File: config.mk
export PLATFORM = sky130hd
export DESIGN_NAME = result_tx
export DESIGN_NICKNAME = d
export VERILOG_FILES = /design/src/hdl/fc_pkg.sv /design/src/hdl/result_tx.sv
export VERILOG_INCLUDE_DIRS = /design/src /design/src/hdl
export SDC_FILE = /design/constraint.sdc
export NUM_CORES = 1
export LEC_CHECK = 0
export ABC_AREA = 1
export BUFFER_PORTS_ARGS = -buffer_cell sky130_fd_sc_hd__buf_2
export CAP_MARGIN = 10
export CORE_AREA = 2 2 74 76
export DETAILED_ROUTE_END_ITERATION = 8
export DIE_AREA = 0 0 76 78
export PLACE_DENSITY = 0.82
export RECOVER_POWER = 100
export SYNTH_ARGS = -nofsm -noshare
export SYNTH_HDL_FRONTEND = slang
export SYNTH_SLANG_ARGS = --single-unit
File: constraint.sdc
create_clock -name clk -period 1.2 [get_ports clk]
set_input_delay 0.12 -clock clk [delete_from_list [all_inputs] [get_ports clk]]
set_output_delay 0.12 -clock clk [all_outputs]
set_load 0.01 [all_outputs]
File: src/hdl/fc_params.svh
// sizing for the fc engine; stream words are 32 bits and the lane count must stay 4
`ifndef FC_PARAMS_SVH
`define FC_PARAMS_SVH

// stream word width in bits
`define FC_DATA_W 32

// lanes per neuron group, one neuron each
`define FC_LANES 4

// register stages in the signed multiplier
`define FC_MULT_STAGES 8

// feature buffer depth in 32-bit words
`define FC_FEAT_DEPTH 256

`endif

File: src/hdl/fc_pkg.sv
// shared types of the fc engine; bytes are two's complement and sums wrap modulo 2^16
`default_nettype none

`include "fc_params.svh"

package fc_pkg;

  // one signed feature or weight
  typedef logic signed [7:0] fc_byte_t;

  // four bytes, byte i in bits 8i+7..8i
  typedef logic [`FC_DATA_W-1:0] fc_word_t;

  typedef logic [15:0] fc_sum_t;    // product or running sum

  // feature word index
  typedef logic [$clog2(`FC_FEAT_DEPTH)-1:0] fc_addr_t;

  typedef logic [$clog2(`FC_LANES)-1:0] fc_lane_t;    // lane number

endpackage

`default_nettype wire

File: src/hdl/result_tx.sv
// expects all four lane sums of a group before the next group's first sum
`timescale 1ns/1ps
`default_nettype none

`include "fc_params.svh"

module result_tx (
  input  logic                  clk,
  input  logic                  rstn,
  input  logic [`FC_LANES-1:0]  sum_valid,
  input  fc_pkg::fc_sum_t       sum0,
  input  fc_pkg::fc_sum_t       sum1,
  input  fc_pkg::fc_sum_t       sum2,
  input  fc_pkg::fc_sum_t       sum3,
  output logic                  busy,
  output logic                  m_tvalid,
  input  logic                  m_tready,
  output logic [`FC_DATA_W-1:0] m_tdata,
  output logic                  m_tlast
);
  import fc_pkg::*;

  fc_sum_t sum_q [`FC_LANES];
  logic    second;    // high word pair on the bus

  // lane 0 and lane 2 in the low halves
  assign m_tdata = second ? {sum_q[3], sum_q[2]} : {sum_q[1], sum_q[0]};
  assign m_tlast = second;

  always_ff @(posedge clk) begin
    if (!rstn) begin
      busy     <= 1'b0;
      m_tvalid <= 1'b0;
      second   <= 1'b0;
    end else begin
      if (|sum_valid) busy <= 1'b1;
      if (sum_valid[`FC_LANES-1]) m_tvalid <= 1'b1;   // fourth sum in
      if (m_tvalid && m_tready) begin
        if (second) begin
          m_tvalid <= 1'b0;
          second   <= 1'b0;
          busy     <= 1'b0;
        end else begin
          second <= 1'b1;
        end
      end
    end
  end

  always_ff @(posedge clk) begin
    if (sum_valid[0]) sum_q[0] <= sum0;
    if (sum_valid[1]) sum_q[1] <= sum1;
    if (sum_valid[2]) sum_q[2] <= sum2;
    if (sum_valid[3]) sum_q[3] <= sum3;
  end

  a_no_sum_in_send : assert property (@(posedge clk) disable iff (!rstn)
    (|sum_valid) |-> !m_tvalid)
    else $error("lane sum arrived while sending");

endmodule

`default_nettype wire

== After elaboration in Yosys (flattened, before gate mapping) ==
Memory sizes are Yosys's and may differ from the RTL's.
Index checks and enable logic that the tools add are counted.

* Register bits after elaboration: 3
* RAM bits: 64
* Bits of input ports: 71
* Output and inout port bits: 35
* Word-level logic and storage cells: 22
* Memories: 1

* Muxes and demuxes: 16
* Reduce and logical (&&, ||, !) cells: 2

{| class="wikitable"
|+ Memories
! name !! words !! bits a word !! read ports !! clocked after memory_dff !! wr ports !! RTL line !! RTL
|-
| sum_q || 4 || 16 || 4 || 0 || 4 || result_tx.sv:23 || <nowiki>fc_sum_t sum_q [`FC_LANES];</nowiki>
|}

{| class="wikitable"
|+ Operator list
! kind !! number
|-
| 2-to-1 mux 32 bit || 1
|-
| 2-to-1 mux 1 bit || 15
|-
| OR reduction 4 bit || 1
|-
| logical AND 1 bit || 1
|}

== Longest topological paths before layout ==
* Word-level depth: 4
* Gate-level depth with buffers: 5
* Gate-level depth less buffers: 4

== Least setup slack after synthesis ==
Ideal clock, no wire load.

* Kind: register -> output
* Start point: reg second (netlist: m_tlast)
* End point: out m_tdata[0]
* Data arrival time: 0.826 ns
* Data required time: 1.080 ns
* Path slack: 0.254 ns
* Cell stages (with the launch flop): 5
* Path buffers: 2
* Path through: dfxtp_1 -> buf_6 -> buf_4 -> nand2_1 -> nand2_1

* Cells in the longest elaborated chain, start to end: 1

{| class="wikitable"
|+ Ends and longest elaborated chain
! item !! RTL line !! RTL
|-
| start: declaration || result_tx.sv:24 || <nowiki>logic second;</nowiki>
|-
| start signal: assignment || result_tx.sv:34 || <nowiki>second <= 1'b0;</nowiki>
|-
| start signal: assignment || result_tx.sv:41 || <nowiki>second <= 1'b0;</nowiki>
|-
| start signal: assignment || result_tx.sv:44 || <nowiki>second <= 1'b1;</nowiki>
|-
| 2-to-1 mux 32 bit || result_tx.sv:27 || <nowiki>assign m_tdata = second ? {sum_q[3], sum_q[2]} : {sum_q[1], sum_q[0]};</nowiki>
|-
| end: declaration || result_tx.sv:18 || <nowiki>output logic [`FC_DATA_W-1:0] m_tdata,</nowiki>
|}

No other way between the ends.

== Worst setup path in the final report ==
* Start point: reg second (netlist: m_tlast)
* End point: out m_tdata[12]

Same word-level chain as after synthesis.

==> run summary <==
The worst setup path is launched from a flop. The placer congestion estimate is 0.755. The setup total negative slack is -5240 ps. For this design the total switching power over the nets is 1.38 mW.

The synthesized netlist occupies a cell area of 2500 sq um. For this run, the leading register cell type out of synthesis is edfxtp_1. The height of the die came out at 78 um. The number of nets still failing antenna checks after routing came out at 0. The final reports fail on setup timing. The worst path arrival time is 1310 ps. The final count of hold timing violations came out at 0. The reported leakage power came out at 1.89 nW. The portion of synthesized cell area occupied by the leading cell type is 76.8%. The flip-flop and latch count after synthesis came out at 67. The number of different library cells used by synthesis comes to 12. The number of nets in the synthesized netlist is 256. The worst-path maximum fanout is 5. By area, the combinational part of the netlist is dominated by simple AND/OR/NAND/NOR gates. The final critical-path required period is 1430 ps. The compound-cell area share of the yosys netlist is 0.200%. The finished cells cover 4320 sq um.

The floorplan row count is 26. By area the synthesized netlist is led by edfxtp_1 (77%), nand2_1 (14%), dfxtp_1 (2.4%). The share of the Yosys chip area taken by registers is 79.2%. The die covers 5930 sq um.

Excluding fillers, the count of instances in the completed layout stands at 445. The number of buffers added on ports came out at 105. Cells with a size suffix above 1 make up 42.1% of the layout. The number of placed instances, taps included came out at 354.

The post-synthesis share of cell area spent on and, or, nand and nor gates came out at 16.7%. The final hold slack came out at 77.3 ps. The average via count per standard cell came out at 4.95.

The final design utilization came out at 85.6%. nand2_1 is the most common cell in the netlist. The antenna diode count is 0. Static timing analysis puts the maximum clock frequency at 702 MHz. The initial antenna violation count came out at 0.

The leading area contributor after synthesis is edfxtp_1. After technology mapping, the gate count stands at 185. The starting utilization of the core area is 49.6%. In the finished design, the share of the clock period the worst path needs comes to 119%. Clock-pin slew was measured on the worst setup and hold paths at 70 ps.

The post-detailed-routing wire length is 8090 um. The synthesized area per cell came out at 13.5 sq um. Of the total power, registers draw 47.3%. After floorplanning, the core was sized to cover 5040 sq um.

The number of CTS-inserted buffers is 9. Summing the areas of all fa, ha and maj instances in the mapped netlist gives 0% of the synthesized area. The number of global-route vias before repair came to 2283. The placement-stage cell area came out at 3060 sq um. Across the run, the number of max-cap violations was 0. The share of total power dissipated in combinational logic is 16.0%. The remaining global-route overflow came out at 0. The net switching fraction of the power is 23.0%.

The number of clock sinks is 67. The die is 76 um wide. In this run the clock root is driven by a clkbuf_8. Of the total synthesized cell area, the portion taken by XOR and XNOR cells is 0%. The latest clock arrival within the worst-skew pair is 330 ps.

The setup slack after layout came out at -225 ps. Sorting the synthesized cells by how often they occur yields nand2_1 (92), edfxtp_1 (64), nand2_2 (7), nor2_1 (6), buf_6 (4). Setup repair after global routing could not meet its margin everywhere.

The number of failing setup endpoints in the final timing report is 33. The number of optimization iterations in the first detailed-route pass is 5. Headroom to the max-slew limit came out at 27.9%. The share of synthesized area spent on multiplexers is 0%. For the worst setup path, the data required time is 1080 ps. In the final routed layout, each cell accounts on average for 18.2 um. The HPWL after detailed placement is 3530 um. The wire length of the first global-routing pass came out at 11400 um.

The clock share of power came out at 36.7%. The transition at the pin with the smallest max-transition slack came out at 1080 ps. The maximum clock skew at final layout came out at 3.24 ps. STA classifies the critical path endpoint as an output pin. The maximum number of pins on one net before global-route repair is 19. The count of pins on the block boundary is 106.

The total number of nets in the final design is 441. The worst voltage drop across the vdd grid is 0.00127 V. For this run, the total global-route usage over all layers was measured as 26.3%. The clock tree from TritonCTS is done. The DRC violation count after routing came out at 0.

The number of flops mapped to enable cells by yosys came out at 64. The share of flip-flops with an asynchronous set or reset came out at 0%. The path class of the tightest hold or removal check is input port to flop. CTS built an H-tree with a depth of 3. The area growth from synthesis to layout is 72.5%.

The maximum count of clock buffers along a single path came out at 2. Yosys printed 0 warnings. The total internal power came out at 4.64 mW. In this run, the number of DRC markers left after iteration 0 of detailed routing was 149. The count of pins over their slew limit came out at 0. Summing over every cut layer, the via total after detailed routing is 2202. The flow ran to the end, but the final reports show violations.

The total power per unit cell area is 1400 nW/um^2. The path type of the worst setup path is flop to output pin.
state kept, by name, summed over array words and instances, names as in the netlist:
register and flops:
sum_q 64, busy 1, m_tvalid 1, m_tlast 1
cell usage in the layout, fill, tap and decap left out, types with 3 or more instances in the layout:
cell | netlist | final
buf_2 | 0 | 86
dlygate4sd3_1 | 0 | 64
edfxtp_1 | 64 | 64
nand2_1 | 92 | 62
nand2_2 | 7 | 34
clkbuf_1 | 0 | 13
clkbuf_8 | 0 | 9
buf_6 | 4 | 8
nor2_1 | 6 | 6
buf_16 | 0 | 4
nand2_4 | 0 | 3
inv_1 | 3 | 3
bufinv_16 | 0 | 3
buf_12 | 0 | 3
kinds of logic (layout without fill, tap and decap cells):
logic type             Yosys count  after routing
buffers and inverters           11            201
AND/OR/NAND/NOR                106            106
flip-flops                      67             67
AO/OA/AOI/OAI                    1              1
power by group through the flow:
stage | Sequential, mW | Combinational [mW] | Clock, mW
CTS | 2.82 | 0.825 | 2.19
global route | 2.86 | 1.03 | 2.32
global placement | 2.86 | 0.543 | 0
finish | 2.85 | 0.964 | 2.21
floorplan | 2.86 | 0.261 | 0
detailed placement | 2.87 | 0.560 | 0
stage by stage:
step                      worst slack [ps]  total power, mW
after global routing                  -253             6.21
after floorplan                        254             3.12
after CTS                             -141             5.84
final                                 -225             6.03
after global placement                 147             3.40
after detailed placement               105             3.43
repair_timing:
item | CTS | global route
pin swaps | 0 | 14
endpoints found under the setup margin | 33 | 33
endpoints found under the hold margin | 64 | 0
hold buffers | 64 | 0
setup buffers | 2 | 1
resized for setup | 14 | 39
gates cloned | 5 | 3
worst max-delay path, cell delays in order (launching register included):
cell and delay (ps):
dfxtp_4 370, buf_12 150, buf_16 130, nand2_1 110
nand2_2 90, buf_6 120
layer usage:
metal | GRT usage [%] | share of wire, %
met5 | 0 | 0
met3 | 6.05 | 5.8
met4 | 12.9 | 4.5
met1 | 28.1 | 36
met2 | 48.9 | 54
final timing paths:
path         startpoint           to  slack [ps]  depth (start not counted)
max reg2reg     m_tlast         busy          70                          6
min reg2reg    m_tvalid     m_tvalid         590                          2
min                rstn      m_tlast          80                          3
max             m_tlast  m_tdata[12]        -230                          5
area by class of cell:
cell class              instances  area (sq um)
multi-input cells             107           512
inverters                       4          41.3
repair inverters                2          31.3
repair buffers                179          1430
fillers                       228           727
clock buffers                  10           128
well taps                      70          87.6
clock inverters                 6           104
flip-flops and latches         67          1990
Power figures use the tool's default switching activity.
