**src/hdl/fc_params.svh**
```systemverilog
// sizing for the fc engine; stream words are 32 bits and the lane count must stay 4
`ifndef FC_PARAMS_SVH
`define FC_PARAMS_SVH

// stream word width in bits
`define FC_DATA_W 32

// lanes per neuron group, one neuron each
`define FC_LANES 4

// register stages in the signed multiplier
`define FC_MULT_STAGES 8

// feature buffer depth in 32-bit words
`define FC_FEAT_DEPTH 256

`endif

```
**src/hdl/fc_pkg.sv**
```systemverilog
// shared types of the fc engine; bytes are two's complement and sums wrap modulo 2^16
`default_nettype none

`include "fc_params.svh"

package fc_pkg;

  // one signed feature or weight
  typedef logic signed [7:0] fc_byte_t;

  // four bytes, byte i in bits 8i+7..8i
  typedef logic [`FC_DATA_W-1:0] fc_word_t;

  typedef logic [15:0] fc_sum_t;    // product or running sum

  // feature word index
  typedef logic [$clog2(`FC_FEAT_DEPTH)-1:0] fc_addr_t;

  typedef logic [$clog2(`FC_LANES)-1:0] fc_lane_t;    // lane number

endpackage

`default_nettype wire

```
**src/hdl/fc_lane_if.sv**
```systemverilog
// work items from the receiver to the lanes; only the lane named in lane_sel acts on a load
`timescale 1ns/1ps
`default_nettype none

interface fc_lane_if;
  import fc_pkg::*;

  logic     load;       // single-cycle strobe
  fc_lane_t lane_sel;   // target lane
  fc_word_t feat;       // four feature bytes
  fc_word_t weight;     // four weights in the same byte order
  logic     first;      // word starts a neuron sum
  logic     last;       // word ends a neuron sum

  // receiver side
  modport rx (output load, lane_sel, feat, weight, first, last);

  // mac lanes
  modport lane (input load, lane_sel, feat, weight, first, last);

endinterface

`default_nettype wire

```
**src/hdl/cla16.sv**
```systemverilog
// combinational 16-bit add with no carry in or out; the result wraps modulo 2^16
`timescale 1ns/1ps
`default_nettype none

module cla16 (
  input  logic [15:0] a,
  input  logic [15:0] b,
  output logic [15:0] sum
);

  logic [15:0] p;
  logic [15:0] g;
  logic [15:0] c;     // carry into each bit
  logic [2:0]  gp;    // group propagate
  logic [2:0]  gg;    // group generate
  logic [3:0]  gc;    // carry into each group

  assign p = a ^ b;
  assign g = a & b;

  for (genvar k = 0; k < 4; k++) begin : g_grp
    logic [3:0] pk;
    logic [3:0] gk;
    assign pk = p[4*k +: 4];
    assign gk = g[4*k +: 4];
    assign c[4*k]   = gc[k];
    assign c[4*k+1] = gk[0] | (pk[0] & gc[k]);
    assign c[4*k+2] = gk[1] | (pk[1] & gk[0]) | (pk[1] & pk[0] & gc[k]);
    assign c[4*k+3] = gk[2] | (pk[2] & gk[1]) | (pk[2] & pk[1] & gk[0]) |
                      (pk[2] & pk[1] & pk[0] & gc[k]);
    if (k < 3) begin : g_pg   // top group only feeds the dropped carry out
      assign gp[k] = &pk;
      assign gg[k] = gk[3] | (pk[3] & gk[2]) | (pk[3] & pk[2] & gk[1]) |
                     (pk[3] & pk[2] & pk[1] & gk[0]);
    end
  end

  // lookahead carry unit
  assign gc[0] = 1'b0;
  assign gc[1] = gg[0];
  assign gc[2] = gg[1] | (gp[1] & gg[0]);
  assign gc[3] = gg[2] | (gp[2] & gg[1]) | (gp[2] & gp[1] & gg[0]);

  assign sum = p ^ c;

endmodule

`default_nettype wire

```
**src/hdl/mac_lane.sv**
```systemverilog
// one neuron per lane; loads for this lane must be at least four cycles apart
`timescale 1ns/1ps
`default_nettype none

`include "fc_params.svh"

module mac_lane #(
  parameter fc_pkg::fc_lane_t LANE_ID = '0
) (
  input  logic            clk,
  input  logic            rstn,
  fc_lane_if.lane         lane_if,
  output logic            sum_valid,
  output fc_pkg::fc_sum_t sum
);
  import fc_pkg::*;

  localparam int N = `FC_MULT_STAGES;

  logic     hit;
  fc_word_t feat_q;
  fc_word_t wgt_q;
  logic     first_q;
  logic     last_q;
  logic     ser_busy;
  logic [1:0] byte_idx;
  fc_byte_t a_q;
  fc_byte_t b_q;
  logic     in_valid;
  logic     in_first;
  logic     in_last;
  logic [N-1:0] first_sr;   // tags travel beside the multiplier
  logic [N-1:0] last_sr;
  logic     prod_valid;
  fc_sum_t  product;
  fc_sum_t  acc;
  fc_sum_t  acc_d;

  assign hit = lane_if.load && (lane_if.lane_sel == LANE_ID);

  ////////////////////////////////////////////////////////////////////////////
  // byte serializer

  always_ff @(posedge clk) begin
    if (!rstn) begin
      ser_busy <= 1'b0;
      byte_idx <= '0;
      in_valid <= 1'b0;
      in_first <= 1'b0;
      in_last  <= 1'b0;
      first_sr <= '0;
      last_sr  <= '0;
    end else begin
      in_valid <= ser_busy;
      in_first <= ser_busy && first_q && byte_idx == 2'd0;
      in_last  <= ser_busy && last_q && byte_idx == 2'd3;
      first_sr <= {first_sr[N-2:0], in_first};
      last_sr  <= {last_sr[N-2:0], in_last};
      if (hit) begin
        ser_busy <= 1'b1;
        byte_idx <= '0;
      end else if (ser_busy) begin
        byte_idx <= byte_idx + 1'b1;
        if (byte_idx == 2'd3) ser_busy <= 1'b0;
      end
    end
  end

  always_ff @(posedge clk) begin
    if (hit) begin
      feat_q  <= lane_if.feat;
      wgt_q   <= lane_if.weight;
      first_q <= lane_if.first;
      last_q  <= lane_if.last;
    end
    a_q <= feat_q[8*byte_idx +: 8];
    b_q <= wgt_q[8*byte_idx +: 8];
    if (prod_valid) acc <= acc_d;
  end

  mult_pipe i_mult_pipe (
    .clk       (clk),
    .rstn      (rstn),
    .in_valid  (in_valid),
    .a         (a_q),
    .b         (b_q),
    .out_valid (prod_valid),
    .product   (product)
  );

  // first product of a neuron restarts the sum
  cla16 i_cla16 (
    .a   (product),
    .b   (first_sr[N-1] ? 16'h0000 : acc),
    .sum (acc_d)
  );

  assign sum_valid = prod_valid && last_sr[N-1];
  assign sum       = acc_d;

  a_ser_free : assert property (@(posedge clk) disable iff (!rstn)
    hit |-> (!ser_busy || byte_idx == 2'd3))
    else $error("lane %0d loaded while serializing", LANE_ID);

endmodule

`default_nettype wire

```
**src/hdl/mult_pipe.sv**
```systemverilog
// signed 8x8 multiply with fixed latency of 8 cycles; a new pair may enter every cycle
`timescale 1ns/1ps
`default_nettype none

`include "fc_params.svh"

module mult_pipe (
  input  logic             clk,
  input  logic             rstn,
  input  logic             in_valid,
  input  fc_pkg::fc_byte_t a,
  input  fc_pkg::fc_byte_t b,
  output logic             out_valid,
  output fc_pkg::fc_sum_t  product
);
  import fc_pkg::*;

  localparam int N = `FC_MULT_STAGES;

  logic [7:0]  a_mag;
  logic [7:0]  b_mag;
  logic [7:0]  pp_q [8];      // partial products
  logic [5:0]  lo2_q [4];
  logic [2:0]  hi2a_q [4];
  logic [3:0]  hi2b_q [4];
  logic [9:0]  s3_d [4];
  logic [9:0]  s3_q [4];
  logic [7:0]  lo4_q [2];
  logic [2:0]  hi4a_q [2];
  logic [4:0]  hi4b_q [2];
  logic [11:0] s5_d [2];
  logic [11:0] s5_q [2];
  logic [9:0]  lo6_q;
  logic [2:0]  hi6a_q;
  logic [6:0]  hi6b_q;
  logic [6:0]  hi7_d;
  fc_sum_t     mag_q;
  logic [6:0]  sign_sr;       // result sign per stage
  logic [N-1:0] vld_sr;

  assign a_mag = a[7] ? ~a + 8'd1 : a;    // -128 gives 8'h80
  assign b_mag = b[7] ? ~b + 8'd1 : b;

  ////////////////////////////////////////////////////////////////////////////
  // high halves, each adds the carry out of the stage before

  always_comb begin
    for (int i = 0; i < 4; i++) begin
      s3_d[i] = {5'(hi2a_q[i]) + 5'(hi2b_q[i]) + 5'(lo2_q[i][5]), lo2_q[i][4:0]};
    end
    for (int i = 0; i < 2; i++) begin
      s5_d[i] = {5'(hi4a_q[i]) + hi4b_q[i] + 5'(lo4_q[i][7]), lo4_q[i][6:0]};
    end
    hi7_d = 7'(hi6a_q) + hi6b_q + 7'(lo6_q[9]);
  end

  always_ff @(posedge clk) begin
    for (int i = 0; i < 8; i++) begin
      pp_q[i] <= b_mag[i] ? a_mag : 8'h00;
    end
    for (int i = 0; i < 4; i++) begin
      lo2_q[i]  <= {1'b0, pp_q[2*i][4:0]} + {1'b0, pp_q[2*i+1][3:0], 1'b0};
      hi2a_q[i] <= pp_q[2*i][7:5];
      hi2b_q[i] <= pp_q[2*i+1][7:4];
      s3_q[i]   <= s3_d[i];
    end
    for (int i = 0; i < 2; i++) begin
      lo4_q[i]  <= {1'b0, s3_q[2*i][6:0]} + {1'b0, s3_q[2*i+1][4:0], 2'b00};
      hi4a_q[i] <= s3_q[2*i][9:7];
      hi4b_q[i] <= s3_q[2*i+1][9:5];
      s5_q[i]   <= s5_d[i];
    end
    lo6_q   <= {1'b0, s5_q[0][8:0]} + {1'b0, s5_q[1][4:0], 4'h0};
    hi6a_q  <= s5_q[0][11:9];
    hi6b_q  <= s5_q[1][11:5];
    mag_q   <= {hi7_d, lo6_q[8:0]};
    sign_sr <= {sign_sr[5:0], a[7] ^ b[7]};
    product <= sign_sr[6] ? ~mag_q + 16'd1 : mag_q;   // sign fix
  end

  always_ff @(posedge clk) begin
    if (!rstn) begin
      vld_sr <= '0;
    end else begin
      vld_sr <= {vld_sr[N-2:0], in_valid};
    end
  end

  assign out_valid = vld_sr[N-1];

endmodule

`default_nettype wire

```
**src/flat_wrapper.sv**
```systemverilog
// flat-port wrapper written by rule: the top's interface ports become plain ports
module mac_lane_flat import fc_pkg::*;
#(
  parameter fc_pkg::fc_lane_t LANE_ID = '0
)
  (clk, rstn, sum_valid, sum, lane_if_load, lane_if_lane_sel, lane_if_feat, lane_if_weight, lane_if_first, lane_if_last);
  fc_lane_if lane_if_i ();
  input  logic clk;
  input  logic rstn;
  output logic sum_valid;
  output fc_pkg::fc_sum_t sum;
  input wire logic [$bits(lane_if_i.load)-1:0] lane_if_load;
  input wire logic [$bits(lane_if_i.lane_sel)-1:0] lane_if_lane_sel;
  input wire logic [$bits(lane_if_i.feat)-1:0] lane_if_feat;
  input wire logic [$bits(lane_if_i.weight)-1:0] lane_if_weight;
  input wire logic [$bits(lane_if_i.first)-1:0] lane_if_first;
  input wire logic [$bits(lane_if_i.last)-1:0] lane_if_last;
  assign lane_if_i.load = lane_if_load;
  assign lane_if_i.lane_sel = lane_if_lane_sel;
  assign lane_if_i.feat = lane_if_feat;
  assign lane_if_i.weight = lane_if_weight;
  assign lane_if_i.first = lane_if_first;
  assign lane_if_i.last = lane_if_last;
  mac_lane #(.LANE_ID(LANE_ID)) u_core (.clk(clk), .rstn(rstn), .lane_if(lane_if_i), .sum_valid(sum_valid), .sum(sum));
endmodule
```
**config.mk**
```make
export PLATFORM = sky130hd
export DESIGN_NAME = mac_lane_flat
export DESIGN_NICKNAME = d
export VERILOG_FILES = /design/src/hdl/fc_pkg.sv /design/src/hdl/fc_lane_if.sv /design/src/hdl/cla16.sv /design/src/hdl/mac_lane.sv /design/src/hdl/mult_pipe.sv /design/src/flat_wrapper.sv
export VERILOG_INCLUDE_DIRS = /design/src /design/src/hdl
export SDC_FILE = /design/constraint.sdc
export NUM_CORES = 1
export LEC_CHECK = 0
export ABC_CLOCK_PERIOD_IN_PS = 9300
export CAP_MARGIN = 25
export CORE_UTILIZATION = 40
export CTS_CLUSTER_DIAMETER = 80
export DETAILED_ROUTE_END_ITERATION = 12
export DONT_BUFFER_PORTS = 1
export HOLD_SLACK_MARGIN = 0.08
export PLACE_DENSITY_LB_ADDON = 0.12
export SYNTH_ARGS = -nofsm -noshare
export SYNTH_HDL_FRONTEND = slang
export SYNTH_SLANG_ARGS = --single-unit
```
**constraint.sdc**
```tcl
create_clock -name clk -period 9.3 [get_ports clk]
set_input_delay 2.325 -clock clk [delete_from_list [all_inputs] [get_ports clk]]
set_output_delay 2.325 -clock clk [all_outputs]
set_load 0.1 [all_outputs]
```
Word level (Yosys, flattened, before mapping)
Memories as Yosys holds them, arrays and structs flattened.
Cells that the tools add are included.
{"block": "word_totals", "mem_bits_ro": 0, "elab_cells": 175, "input_bits": 71, "latchBits": 0, "out_inout_bits": 17, "memories": 9, "ff_bits": 187, "ram_bits": 212}
{"memory": "u_core.i_mult_pipe.pp_q", "depth": 8, "width": 8, "rd": 8, "rd_clocked_by_memory_dff": 0, "wr": 8, "line": "mult_pipe.sv:22", "source": "logic [7:0] pp_q [8];"}
{"memory": "u_core.i_mult_pipe.s3_q", "depth": 4, "width": 10, "rd": 4, "rd_clocked_by_memory_dff": 0, "wr": 4, "line": "mult_pipe.sv:27", "source": "logic [9:0] s3_q [4];"}
{"memory": "u_core.i_mult_pipe.lo2_q", "depth": 4, "width": 6, "rd": 4, "rd_clocked_by_memory_dff": 0, "wr": 4, "line": "mult_pipe.sv:23", "source": "logic [5:0] lo2_q [4];"}
{"memory": "u_core.i_mult_pipe.s5_q", "depth": 2, "width": 12, "rd": 2, "rd_clocked_by_memory_dff": 0, "wr": 2, "line": "mult_pipe.sv:32", "source": "logic [11:0] s5_q [2];"}
{"memory": "u_core.i_mult_pipe.hi2b_q", "depth": 4, "width": 4, "rd": 4, "rd_clocked_by_memory_dff": 0, "wr": 4, "line": "mult_pipe.sv:25", "source": "logic [3:0] hi2b_q [4];"}
{"memory": "u_core.i_mult_pipe.lo4_q", "depth": 2, "width": 8, "rd": 2, "rd_clocked_by_memory_dff": 0, "wr": 2, "line": "mult_pipe.sv:28", "source": "logic [7:0] lo4_q [2];"}
{"memory": "+3 memories"}
{"block": "op_classes", "n_mux": 15, "n_bitwise": 91, "eq_ne": 1, "n_div": 0, "shifts": 2, "n_reduce_logical": 11, "n_addsub": 25, "n_lt_le_gt_ge": 0, "mul": 0}
{"op": "two-way mux 8 bit", "count": 10}
{"op": "indexed part select 32 x 6 -> 8 bit", "count": 2}
{"op": "AND 1 bit", "count": 50}
{"op": "OR 1 bit", "count": 33}
{"op": "two-way mux 16 bit", "count": 2}
{"op": "bitwise XOR 16 bit", "count": 2}
{"op": "adder 5 x 1 -> 5 bit", "count": 6}
{"op": "adder 5 x 5 -> 6 bit", "count": 4}
{"op": "adder 3 x 4 -> 5 bit", "count": 4}
{"op": "adder 16 x 1 -> 16 bit (second input constant)", "count": 1}
{"op": "adder 7 x 7 -> 8 bit", "count": 2}
{"op": "adder 8 x 1 -> 8 bit (second input constant)", "count": 2}
{"op": "inverter 16 bit", "count": 1}
{"op": "inverter 8 bit", "count": 2}
{"op": "AND 15 bit", "count": 1}
{"op": "adder 3 x 5 -> 5 bit", "count": 2}
{"op": "adder 9 x 9 -> 10 bit", "count": 1}
{"op": "AND reduction 4 bit", "count": 2}
{"op": "adder 3 x 7 -> 7 bit", "count": 1}
{"op": "adder 7 x 1 -> 7 bit", "count": 1}
{"op": "logical AND 1 bit", "count": 6}
{"op": "zero test 2 bit", "count": 2}
{"op": "two-way mux 1 bit", "count": 3}
{"op": "adder 2 x 1 -> 2 bit (second input constant)", "count": 1}
{"op": "other kinds (4)", "count": 4}

Longest topological paths before layout
Gate-level depths: netlist (run 1).
{"block": "logic_depth", "word_depth": 12, "depth_mapped": 10, "ltp_nobuf": 9}

By module
Synthesis (run 1) repeated with hierarchy kept, for this count alone.
{"block": "hier_totals", "cells_unflattened": 910, "hier_area_um2": 12962.4}
{"mod": "mult_pipe", "area_each_um2": 8393.0, "cells_each": 658, "instances": 1, "seq_area_each_um2": 5585.4}
{"mod": "mac_lane", "area_each_um2": 3978.8, "cells_each": 190, "instances": 1, "seq_area_each_um2": 3223.1}
{"mod": "cla16", "area_each_um2": 590.6, "cells_each": 62, "instances": 1, "seq_area_each_um2": 0.0}

Worst setup path before layout (run 1)
Ideal clock, no wire load.
{"block": "synth_path", "path_type": "input to register", "from": "input lane_if_lane_sel[1]", "to": "register u_core.byte_idx[0]", "t_arrival_ns": 7.743, "setup_slack_ns": 1.436, "path_buffers": 0, "setup_time_ns": 0.120, "required_ns": 9.180, "stages": 3, "path_cell_list": "nor3b_1 > nand2b_1 > nor2_1"}
{"block": "synth_between", "elab_chain_cells": 3}
{"item": "start: declaration", "line": "flat_wrapper.sv:13", "source": "input wire logic [$bits(lane_if_i.lane_sel)-1:0] lane_if_lane_sel;"}
{"item": "zero test 2 bit", "line": "mac_lane.sv:39", "source": "assign hit = lane_if.load && (lane_if.lane_sel == LANE_ID);"}
{"item": "logical AND 1 bit", "line": "mac_lane.sv:39"}
{"item": "OR reduction 2 bit (no line)"}
{"item": "end signal: assignment", "line": "mac_lane.sv:63", "source": "byte_idx <= byte_idx + 1'b1;"}
{"item": "end: declaration", "line": "mac_lane.sv:26", "source": "logic [1:0] byte_idx;"}
Every way passes these cells.
A chain may end at the register's enable or synchronous reset.

Final worst setup path (run 1)
{"block": "layout_path", "from": "register u_core.first_sr[7]", "to": "output sum[8]"}
{"block": "layout_between", "elab_chain_cells": 9, "elab_cells_between_ends": 23, "cone_classes": "mux: 1; bitwise: 21; reduce/logical: 1"}
{"item": "start: declaration", "line": "mac_lane.sv:32", "source": "logic [N-1:0] first_sr;"}
{"item": "start signal: assignment", "line": "mac_lane.sv:57", "source": "first_sr <= {first_sr[N-2:0], in_first};"}
{"item": "two-way mux 16 bit (*)", "line": "mac_lane.sv:94", "source": ".b (first_sr[N-1] ? 16'h0000 : acc),"}
{"item": "bitwise XOR 16 bit or AND 15 bit (tied branches)", "line": "cla16.sv:18, cla16.sv:19"}
{"item": "AND 1 bit (on tied branches)", "line": "cla16.sv:33, cla16.sv:34"}
{"item": "OR 1 bit, or another cell as far along", "line": "cla16.sv:33", "source": "assign gg[k] = gk[3] | (pk[3] & gk[2]) | (pk[3] & pk[2] & gk[1]) |"}
{"item": "OR 1 bit or AND 1 bit (tied branches)", "line": "cla16.sv:33, cla16.sv:34"}
{"item": "OR 1 bit", "line": "cla16.sv:33"}
{"item": "AND 1 bit", "line": "cla16.sv:41", "source": "assign gc[2] = gg[1] | (gp[1] & gg[0]);"}
{"item": "OR 1 bit", "line": "cla16.sv:41"}
{"item": "bitwise XOR 16 bit (*)", "line": "cla16.sv:44", "source": "assign sum = p ^ c;"}
{"item": "end: declaration", "line": "flat_wrapper.sv:11", "source": "output fc_pkg::fc_sum_t sum;"}
Every way passes the cells marked *; elsewhere a longest branch is shown, timed or not.

==> metrics, run 1 <==
outcome finished clean; worst-path maximum fanout 16; Critical Path RT 6980 ps; Post-synth EDFFs 82; critical path startpoint category flop; Max Clk Rate 157 MHz; Via density 4.29; pwr dens 341 nW/um^2; syn nets 1111; Worst-Margin Slew 1100 ps; wire per inst 12.1 um; Initial Util 0.410; die area 33400 sq um; Post-route DRC 0; crit path DAT 4050 ps; WL final 17700 um; hold buffers post-CTS 0; die height 183 um; worst-case clock buffer depth 3; # setup viols final 0; Slew HR 0.262; Post-Syn Instances 950; Reg area 8810 sq um; Final nets 1156; IO buf count 0; largest net degree at the start of global routing 61; cts bufs inserted 41; clk_lat worst skew 540 ps; HPWL Detailed 12100 um; final setup margin 2920 ps; most frequent cells in the layout dfxtp_1, edfxtp_1, inv_1, nor2_1, ha_1; crit path kind flop to output port; Clock Sinks 399; vias in the first global route 6502; die width 183 um; Initial DRT Pass Iterations 4; DR iter-0 viols 158; post_cts resized 0; syn avg cell area 13.7 sq um; flop2flop setup slack 5440 ps; post-synth top area share 0.486; Synth Flop Type dfxtp_1; Synth area leader dfxtp_1; Worst Setup End Kind output port; Fillers 2795; global-route wire length before repair 30300 um; Syn-to-layout area delta 16.0%; Tot GR Track Use 0.113; Ant. Diodes 0; core area 31800 sq um; total gr overflow 0; min-delay worst type flop to flop; final worst-path cycle share 0.686; Final Skew 24.4 ps; pre-CTS setup slack 3380 ps; Finished Core Util 0.476; leakage 6.34 nW; Post-synth ARST share 0; Max VDD drop 0.244 mV; synth warn 0; Final min period 6380 ps; post-synthesis sequential area ratio 0.675; post-synthesis sequential element count 399; Critical Path Max Stage Delay 1170 ps; area of the multi-input gates 3980 sq um; hold slack 323 ps; total of max-cap violations 0; Post-CTS Setup Bufs 0; RSZ-0062 raised after global routing no; Worst path slowest cell fa_1; worst path cell trace nor2b_1, ha_1, a41o_1, a21oi_2, o21ai_0, a21oi_1, o21bai_1, fa_1; Final Wtd Congestion 0.751; Clock Pin Slew Worst Setup and Hold Paths 60 ps; I/O pin count 88; via count 6269; Root Buffer clkbuf_16; Netlist cell types 46; commonest non-fill, non-tap cell in the layout dfxtp_1; post-route antenna net violation count 0; layout cells sized above 1 0.119; dominant cells by area after synthesis dfxtp_1, edfxtp_1, ha_1; Post-Syn Area 13100 sq um; final hold viol count 0; htree depth 2; CTS tree done; FP Rows 65; Final TNS setup 0 ps; antenna violations before repair 0; fin. max-slew vios 0
==> Yosys cell counts, drive strengths merged, types with 2 or more instances <==
master / count
a21o: 21
a21oi: 33
and2: 26
and3: 4
buf: 2
clkbuf: 8
dfxtp: 317
edfxtp: 82
fa: 25
ha: 65
inv: 83
mux2i: 3
mux4: 16
nand2: 23
nand2b: 10
nand3: 4
nand4: 2
nor2: 71
nor2b: 31
nor4: 4
nor4b: 2
o21a: 3
o21ai: 17
o221ai: 2
o31ai: 7
or2: 2
or3: 3
xnor2: 51
xor2: 22
==> layout make-up <==
class                           instances  share of cell area
Timing Repair Buffer                   12             0.00644
Clock buffer                           57              0.0799
Tap cell                              435              0.0359
Inverter                               83              0.0206
Multi-Input combinational cell        458               0.263
Sequential cell                       399               0.582
Clock inverter                         19              0.0126
==> flip-flops by register name, summed over array words and instances (netlist names), 3 cells and up <==
signal and count:
u_core.i_mult_pipe.pp_q 64, u_core.i_mult_pipe.lo6_q 10, u_core.a_q 8, u_core.last_sr 8
u_core.i_mult_pipe.product 16, u_core.feat_q 32, u_core.wgt_q 32, u_core.i_mult_pipe.s5_q 24
u_core.i_mult_pipe.lo4_q 16, u_core.b_q 8, u_core.i_mult_pipe.s3_q 40, u_core.i_mult_pipe.hi6b_q 7
u_core.i_mult_pipe.hi4b_q 10, u_core.first_sr 8, u_core.acc 16, u_core.i_mult_pipe.sign_sr 7
u_core.i_mult_pipe.hi2a_q 12, u_core.i_mult_pipe.hi4a_q 6, u_core.i_mult_pipe.vld_sr 8, u_core.i_mult_pipe.mag_q 16
u_core.i_mult_pipe.lo2_q 24, u_core.i_mult_pipe.hi6a_q 3, u_core.i_mult_pipe.hi2b_q 16
==> critical path, delay by kind of cell (launching register included) <==
kind | cells | cell delay [ps]
fa+ha+maj | 2 | 1540
compound gates | 5 | 1170
flops | 1 | 710
simple gates | 1 | 110
==> cell families (layout without fill, tap and decap cells) <==
| group | count (synthesis) | after routing | synth area share |
|---|---|---|---|
| compound gates | 89 | 89 | 0.0446 |
| buf+inv | 93 | 171 | 0.0269 |
| fa+ha+maj | 90 | 90 | 0.101 |
| mux | 20 | 20 | 0.0308 |
| xor+xnor | 73 | 73 | 0.0490 |
| simple gates | 186 | 186 | 0.0732 |
| flops | 399 | 399 | 0.675 |
==> per-stage QoR <==
stage	cell area (sq um)	instances	power, mW
after global routing	15100	1463	5.45
after global placement	13700	1386	3.55
final	15100	1463	5.16
after detailed placement	13700	1387	3.58
after CTS	15100	1463	5.25
after floorplan	13100	950	3.30
==> layer usage <==
| metal | GRT usage | vias to the layer above | wire length (um) |
|---|---|---|---|
| li1 | - | 3248 | - |
| met3 | 0.0389 | 47 | 1220 |
| met5 | 0 | - | 0 |
| met4 | 0.0511 | 0 | 546 |
| met1 | 0.128 | 2834 | 7710 |
| met2 | 0.192 | 140 | 8210 |
==> path summary, 6_finish.rpt <==
check / startpoint / to / depth (start not counted)
worst max-delay path: u_core.first_sr[7] / sum[8] / 8
worst min-delay path: u_core.i_mult_pipe.lo6_q[7] / u_core.i_mult_pipe.mag_q[7] / 0
worst max register to register: u_core.first_sr[7] / u_core.acc[8] / 8
worst min register to register: u_core.i_mult_pipe.lo6_q[7] / u_core.i_mult_pipe.mag_q[7] / 0
==> power breakdown <==
part           internal [mW]  total, mW  switching [mW]
Combinational          0.413       1.27           0.857
Sequential              2.12       2.25           0.132
Clock                  0.977       1.64           0.661
(Power assumes the default switching activity.)
==> inputs of run 2 (changes only) <==
- ABC_AREA: unset -> 1
- ABC_CLOCK_PERIOD_IN_PS: 9300 -> 5290
- clock period: 9.3 -> 5.29 ns (I/O delays scaled with it)
==> metrics, run 2 <==
outcome finished clean; Clock Pin Slew Worst Setup and Hold Paths 60 ps (about the same); hold buffers post-CTS 0 (unchanged); largest net degree at the start of global routing 36 (-41%); Syn-to-layout area delta 15.3%; Post-synth ARST share 0 (unchanged); htree depth 2 (unchanged); wire per inst 11.4 um (-6.0%); Ant. Diodes 0 (unchanged); via count 7245 (+16%); Initial DRT Pass Iterations 4 (unchanged); R2R Path End u_core.acc[15]; RSZ-0062 raised after global routing no; Root Buffer clkbuf_16; Clock Sinks 399 (unchanged); min-delay worst type flop to flop; Initial Util 0.411 (+0.000833); Synth Flop Type dfxtp_1; Finished Core Util 0.474 (-0.00206); commonest non-fill, non-tap cell in the layout dfxtp_1; die width 186 um (+1.7%); Max VDD drop 0.535 mV (+120%); Synth area leader dfxtp_1; Post-synth EDFFs 82 (unchanged); max reg flops 64 (unchanged); Slew HR 0.312 (+0.0505); worst-case clock buffer depth 3 (unchanged); Critical Path Max Stage Delay 690 ps (-480 ps); post-synth top area share 0.469 (-0.0167); worst path cell trace nor2_1, ha_1, or2_0, nand2_1, nand2_1, nand2_1, nand3_1, fa_1, xor2_2, buf_4; final hold viol count 0 (unchanged); Worst Setup End Kind output port; syn nets 1361 (+23%); Netlist cell types 36 (-22%); Post-route DRC 0 (unchanged); cell with the most instances after synthesis dfxtp_1; clk_lat worst skew 540 ps (about the same); post-route total power 8.89 mW (+72%); most frequent cells in the layout dfxtp_1, inv_1, nand2_1, nor2_1, edfxtp_1; final worst-path cycle share 0.868; Critical Path RT 3970 ps (-3010 ps); dominant cells by area after synthesis dfxtp_1, edfxtp_1, ha_1; total of max-cap violations 0 (unchanged); antenna violations before repair 0 (unchanged); synth warn 0 (unchanged); met2 Use GR 0.215 (+0.0230); number of buffers and inverters on the critical path 1 (+1); WL final 19500 um (+10%); pwr dens 571 nW/um^2 (+68%); Post-Syn Area 13500 sq um (+3.6%); Top Usage Layer GRT met2; layout cells sized above 1 0.0965 (-0.0221); fin area 15600 sq um (+2.9%); flop2flop setup slack 2180 ps (-3260 ps); crit path from u_core.first_sr[7]; final setup margin 698 ps (-2220 ps); Final Skew 20.6 ps (-3.76 ps); Max Clk Rate 218 MHz; critical path's top delay family adder cells; number of cells on the critical path 10 (+2); crit path kind flop to output port; I/O pin count 88 (unchanged); post-synthesis sequential area ratio 0.652 (-0.0232); Commonest cells post-synth dfxtp_1, inv_1, nand2_1; vias in the first global route 7322 (+13%); CTS tree done; hold slack 321 ps (-2.48 ps); CP endpoint sum[13]; Final Wtd Congestion 0.785 (+4.5%); largest reg by FF count u_core.i_mult_pipe.pp_q; post_cts resized 0 (unchanged); Post-Syn Instances 1200 (+26%); Final min period 4590 ps; Cell Area, Placed 14200 sq um (+3.2%); global-route wire length before repair 33300 um (+10%); die area 34500 sq um (+3.5%); crit path DAT 3270 ps (-780 ps); leakage 7.11 nW (+12%); Top cell by count, worst path nand2_1; pre-CTS setup slack 1220 ps (-2170 ps); post-route antenna net violation count 0 (unchanged); IO buf count 0 (unchanged); Cells after DPL 1640 (+18%); cts bufs inserted 43 (+4.9%); Final TNS setup 0 ps (unchanged); Via density 4.22 (-1.5%); DR iter-0 viols 240 (+52%); met3 usage 0.0370 (-0.00194); core area 32900 sq um (+3.4%); post-synthesis sequential element count 399 (unchanged); fin cells 1716 (+17%); Post-CTS Setup Bufs 0 (unchanged); FP Rows 66 (+1.5%); Worst-Margin Slew 1020 ps (-79.6 ps); die height 186 um (+1.7%); Final nets 1404 (+21%); biggest regs u_core.i_mult_pipe.pp_q: 64 flops, u_core.i_mult_pipe.s3_q: 40 flops; syn avg cell area 11.3 sq um (-18%); fin. max-slew vios 0 (unchanged); # setup viols final 0 (unchanged); Worst path slowest cell dfxtp_1; critical path startpoint category flop; Tot GR Track Use 0.121 (+0.00779); R2R depth 11 (+3); worst-path maximum fanout 15 (-1); met1 usage 0.134 (+0.00526); RR Startpoint u_core.first_sr[7]; HPWL Detailed 13600 um (+13%); total gr overflow 0 (unchanged)
-- run 2: cell count changes in the layout (fill, tap and decap cells not counted), moves of 11 or more --
cell     before  now
a21o_1       21    0
and2_1       26    0
inv_1        81  177
mux4_2       16    0
nand2_1      22  148
nand3_1       4   33
nor2_1       71  118
nor2_2        0   11
nor2b_1      31    0
o21ai_0      17   51
o22ai_1       0   16
xnor2_1      45   11
xor2_1       18   37
-- run 2: cells by family (layout without fill, tap and decap cells) --
family                     count (synthesis)  count (layout)  synth area share
AOI/OAI and AO/OA                        109             109            0.0438
xor gates and xnor gates                  56              56            0.0391
adders and majority gates                 90              90            0.0972
buffers and inverters                    203             277            0.0566
DFF                                      399             399             0.652
and+or+nand+nor                          343             343             0.112
-- run 2: routing by layer --
metal / vias to the layer above / share of wire
met5: - / 0
met4: 0 / 0.029
met3: 51 / 0.061
met2: 144 / 0.47
met1: 3195 / 0.43
li1: 3855 / -
-- run 2: area by class of cell --
class / instances / area (sq um)
fillers: 3001 / 17300
flip-flops and latches: 399 / 8810
clock buffers: 61 / 1260
inverters: 189 / 709
well taps: 442 / 553
multi-input cells: 598 / 4000
repair buffers: 12 / 110
clock inverters: 15 / 151
-- run 2: worst register-to-register path, stage by stage (launching register included) --
cell	delay [ps]
dfxtp_1	690
nor2_1	110
ha_1	350
or2_0	220
nand2_1	60
nand2_1	110
nand2_1	80
nand3_1	160
nand2_1	150
nand2_1	60
nand2_1	50
nand2_1	560
-- run 2: power by group --
group | internal (mW) | switching, mW
Combinational | 0.584 | 1.50
Sequential | 3.71 | 0.197
Clock | 1.76 | 1.15
-- run 2: worst min path at each step --
| stage | startpoint | endpoint | cells after the start |
|---|---|---|---|
| global route | u_core.i_mult_pipe.pp_q[0][23] | u_core.i_mult_pipe.hi2a_q[1][2] | 0 |
| global placement | u_core.i_mult_pipe.lo6_q[6] | u_core.i_mult_pipe.mag_q[6] | 0 |
| finish | u_core.i_mult_pipe.lo4_q[0][3] | u_core.i_mult_pipe.s5_q[0][3] | 0 |
| detailed placement | u_core.i_mult_pipe.pp_q[1][5] | u_core.i_mult_pipe.hi2a_q[2][0] | 0 |
| CTS | u_core.i_mult_pipe.lo4_q[0][3] | u_core.i_mult_pipe.s5_q[0][3] | 0 |
| floorplan | u_core.i_mult_pipe.pp_q[0][5] | u_core.i_mult_pipe.hi2a_q[0][0] | 0 |
==> inputs of run 3 (changes only) <==
- SYNTH_HIERARCHICAL: unset -> 1
==> metrics, run 3 <==
Initial Util 0.410 (-0.00165); FP Rows 67 (+1.5%); post_cts resized 0 (unchanged); final worst-path cycle share 0.863 (-0.00495); worst-path maximum fanout 16 (+1); largest net degree at the start of global routing 41 (+14%); max reg flops 64 (unchanged); Post-route DRC 0 (unchanged); R2R depth 6 (-5); Ant. Diodes 0 (unchanged); crit path kind flop to output port; commonest non-fill, non-tap cell in the layout dfxtp_1; Slew HR 0.325 (+0.0131); Cells after DPL 1750 (+6.7%); Initial DRT Pass Iterations 4 (unchanged); total of max-cap violations 0 (unchanged); cts bufs inserted 42 (-2.3%); synth warn 6 (+6); min-delay worst type flop to flop; Post-synth EDFFs 82 (unchanged); Clock Sinks 399 (unchanged); met1 WL 8780 um (+3.5%); post-synth top area share 0.459 (-0.0109); critical path startpoint category flop; Netlist cell types 31 (-14%); Final nets 1507 (+7.3%); biggest regs u_core/i_mult_pipe/pp_q: 64 flops, u_core/i_mult_pipe/s3_q: 40 flops; clk_lat worst skew 550 ps (about the same); I/O pin count 88 (unchanged); Tot GR Track Use 0.123 (+0.00244); Final TNS setup 0 ps (unchanged); post-synthesis sequential element count 399 (unchanged); WL final 20900 um (+7.0%); area of the multi-input gates 4070 sq um (+1.8%); critical path's top delay family adder cells; post-route antenna net violation count 0 (unchanged); total gr overflow 0 (unchanged); Worst path slowest cell fa_1; met3 routed WL 1320 um (+11%); crit path from u_core/first_sr[7]; Post-Syn Area 13800 sq um (+2.4%); fin cells 1824 (+6.3%); Post-Syn Instances 1311 (+9.3%); Top Layer Used met4; worst-case clock buffer depth 3 (unchanged); pwr dens 562 nW/um^2 (-1.4%); post-synthesis sequential area ratio 0.636 (-0.0151); IO buf count 0 (unchanged); die height 188 um (+1.2%); Final Skew 26.1 ps (+5.44 ps); Root Buffer clkbuf_16; Synth Area in Adders 0.0949 (-0.00226); dominant cells by area after synthesis dfxtp_1, edfxtp_1, nand2_1; WL met2 10100 um (+9.4%); wire per inst 11.4 um (+0.71%); Max Clk Rate 219 MHz (+0.57%); Fillers 3079 (+2.6%); final setup margin 724 ps (+26.2 ps); via count 7706 (+6.4%); Max VDD drop 0.432 mV (-19%); Via density 4.22 (about the same); Post-Synth Simple-Gate Area 0.138 (+0.0260); flop2flop setup slack 2230 ps (+50 ps); Post-synth ARST share 0 (unchanged); most frequent cells in the layout dfxtp_1, nand2_1, inv_1, nor2_1, edfxtp_1; core area 33800 sq um (+2.8%); vias in the first global route 7694 (+5.1%); CP endpoint sum[4]; hold buffers post-CTS 0 (unchanged); cell with the most instances after synthesis dfxtp_1; DR iter-0 viols 228 (-5.0%); post-synthesis xor/xnor area fraction 0.0341 (-0.00498); syn nets 1472 (+8.2%); Reg area 8810 sq um (unchanged); htree depth 2 (unchanged); Final Wtd Congestion 0.788 (+0.36%); number of cells on the critical path 6 (-4); HPWL Detailed 14400 um (+6.3%); die area 35300 sq um (+2.3%); layout cells sized above 1 0.0821 (-0.0144); fin. max-slew vios 0 (unchanged); final hold viol count 0 (unchanged); Synth Flop Type dfxtp_1; die width 188 um (+1.2%); Syn-to-layout area delta 13.9%; Critical Path RT 3970 ps (about the same); global-route wire length before repair 35400 um (+6.4%); syn avg cell area 10.6 sq um (-6.3%); largest reg by FF count u_core/i_mult_pipe/pp_q; # setup viols final 0 (unchanged); crit path DAT 3240 ps (-30 ps); Post-CTS Setup Bufs 0 (unchanged); leakage 7.54 nW (+6.0%); Commonest cells post-synth dfxtp_1, nand2_1, inv_1; Clock Pin Slew Worst Setup and Hold Paths 60 ps (about the same); Synth area leader dfxtp_1; Worst Setup End Kind output port; RSZ-0062 raised after global routing no; Final min period 4570 ps (-26.2 ps); mux contribution to synthesized area 0 (unchanged); Critical Path Max Stage Delay 1170 ps (+480 ps); antenna violations before repair 0 (unchanged); RR Startpoint u_core/first_sr[7]; R2R Path End u_core/acc[4]; CTS tree done; post-synthesis compound-gate area fraction 0.0235 (-0.0203); Worst-Margin Slew 1010 ps (-13.4 ps); post-route total power 8.87 mW (-0.31%); outcome finished clean; pre-CTS setup slack 1220 ps (+6.11 ps); worst path cell trace nor2_1, ha_1, or2_0, nand2_1, nand2_2, fa_1; number of buffers and inverters on the critical path 0 (-1); combinational family with the most area after synthesis simple AND/OR/NAND/NOR gates
[run 3: changes by cell type in the layout (fill, tap and decap cells not counted), moves of 16 or more]
cell | previous run | this run
nand2_1 | 148 | 274
nand3_1 | 33 | 76
inv_1 | 177 | 219
o21ai_0 | 51 | 17
nor2_1 | 118 | 89
o22ai_1 | 16 | 0
[run 3: cell families after synthesis]
kind of cell,after synthesis
fa+ha+maj,90
xor+xnor,53
simple gates,462
flops,399
compound gates,62
buf+inv,245
[run 3: worst min path at each step]
stage | startpoint | to | slack, ps | depth (start not counted)
after CTS | u_core/i_mult_pipe/lo4_q[0][11] | u_core/i_mult_pipe/s5_q[0][15] | 320 | 0
after floorplan | u_core/i_mult_pipe/pp_q[0][5] | u_core/i_mult_pipe/hi2a_q[0][0] | 310 | 0
after global placement | u_core/i_mult_pipe/lo6_q[6] | u_core/i_mult_pipe/mag_q[6] | 310 | 0
after global routing | u_core/i_mult_pipe/lo4_q[0][3] | u_core/i_mult_pipe/s5_q[0][3] | 330 | 0
after detailed placement | u_core/i_mult_pipe/s3_q[3][8] | u_core/i_mult_pipe/hi4b_q[0][8] | 310 | 0
final | u_core/i_mult_pipe/lo4_q[0][11] | u_core/i_mult_pipe/s5_q[0][15] | 320 | 0
[run 3: layer usage]
layer,track usage,up-vias
li1,-,4106
met1,0.136,3380
met2,0.217,166
met3,0.0391,54
met4,0.0535,0
met5,0,-
[run 3: cell type report]
cell class                      count  share of cell area
Multi-Input combinational cell    667               0.258
Inverter                          225              0.0539
Clock inverter                     16             0.00857
Clock buffer                       58              0.0799
Tap cell                          448              0.0356
Timing Repair Buffer               11             0.00524
Sequential cell                   399               0.559
[run 3: power breakdown]
group / total [mW] / switching, mW / internal (mW)
Clock: 2.88 / 1.16 / 1.72
Sequential: 3.91 / 0.216 / 3.69
Combinational: 2.08 / 1.51 / 0.572
Total: 8.87 / 2.88 / 5.98
[run 3: through the flow]
stage | hold WS [ps] | utilization | cell area, sq um
3_3_place_gp | 310 | 0.425 | 14400
3_5_place_dp | 312 | 0.425 | 14400
6_report | 323 | 0.467 | 15800
5_1_grt | 327 | 0.467 | 15800
2_1_floorplan | 310 | - | 13800
4_1_cts | 324 | 0.467 | 15800
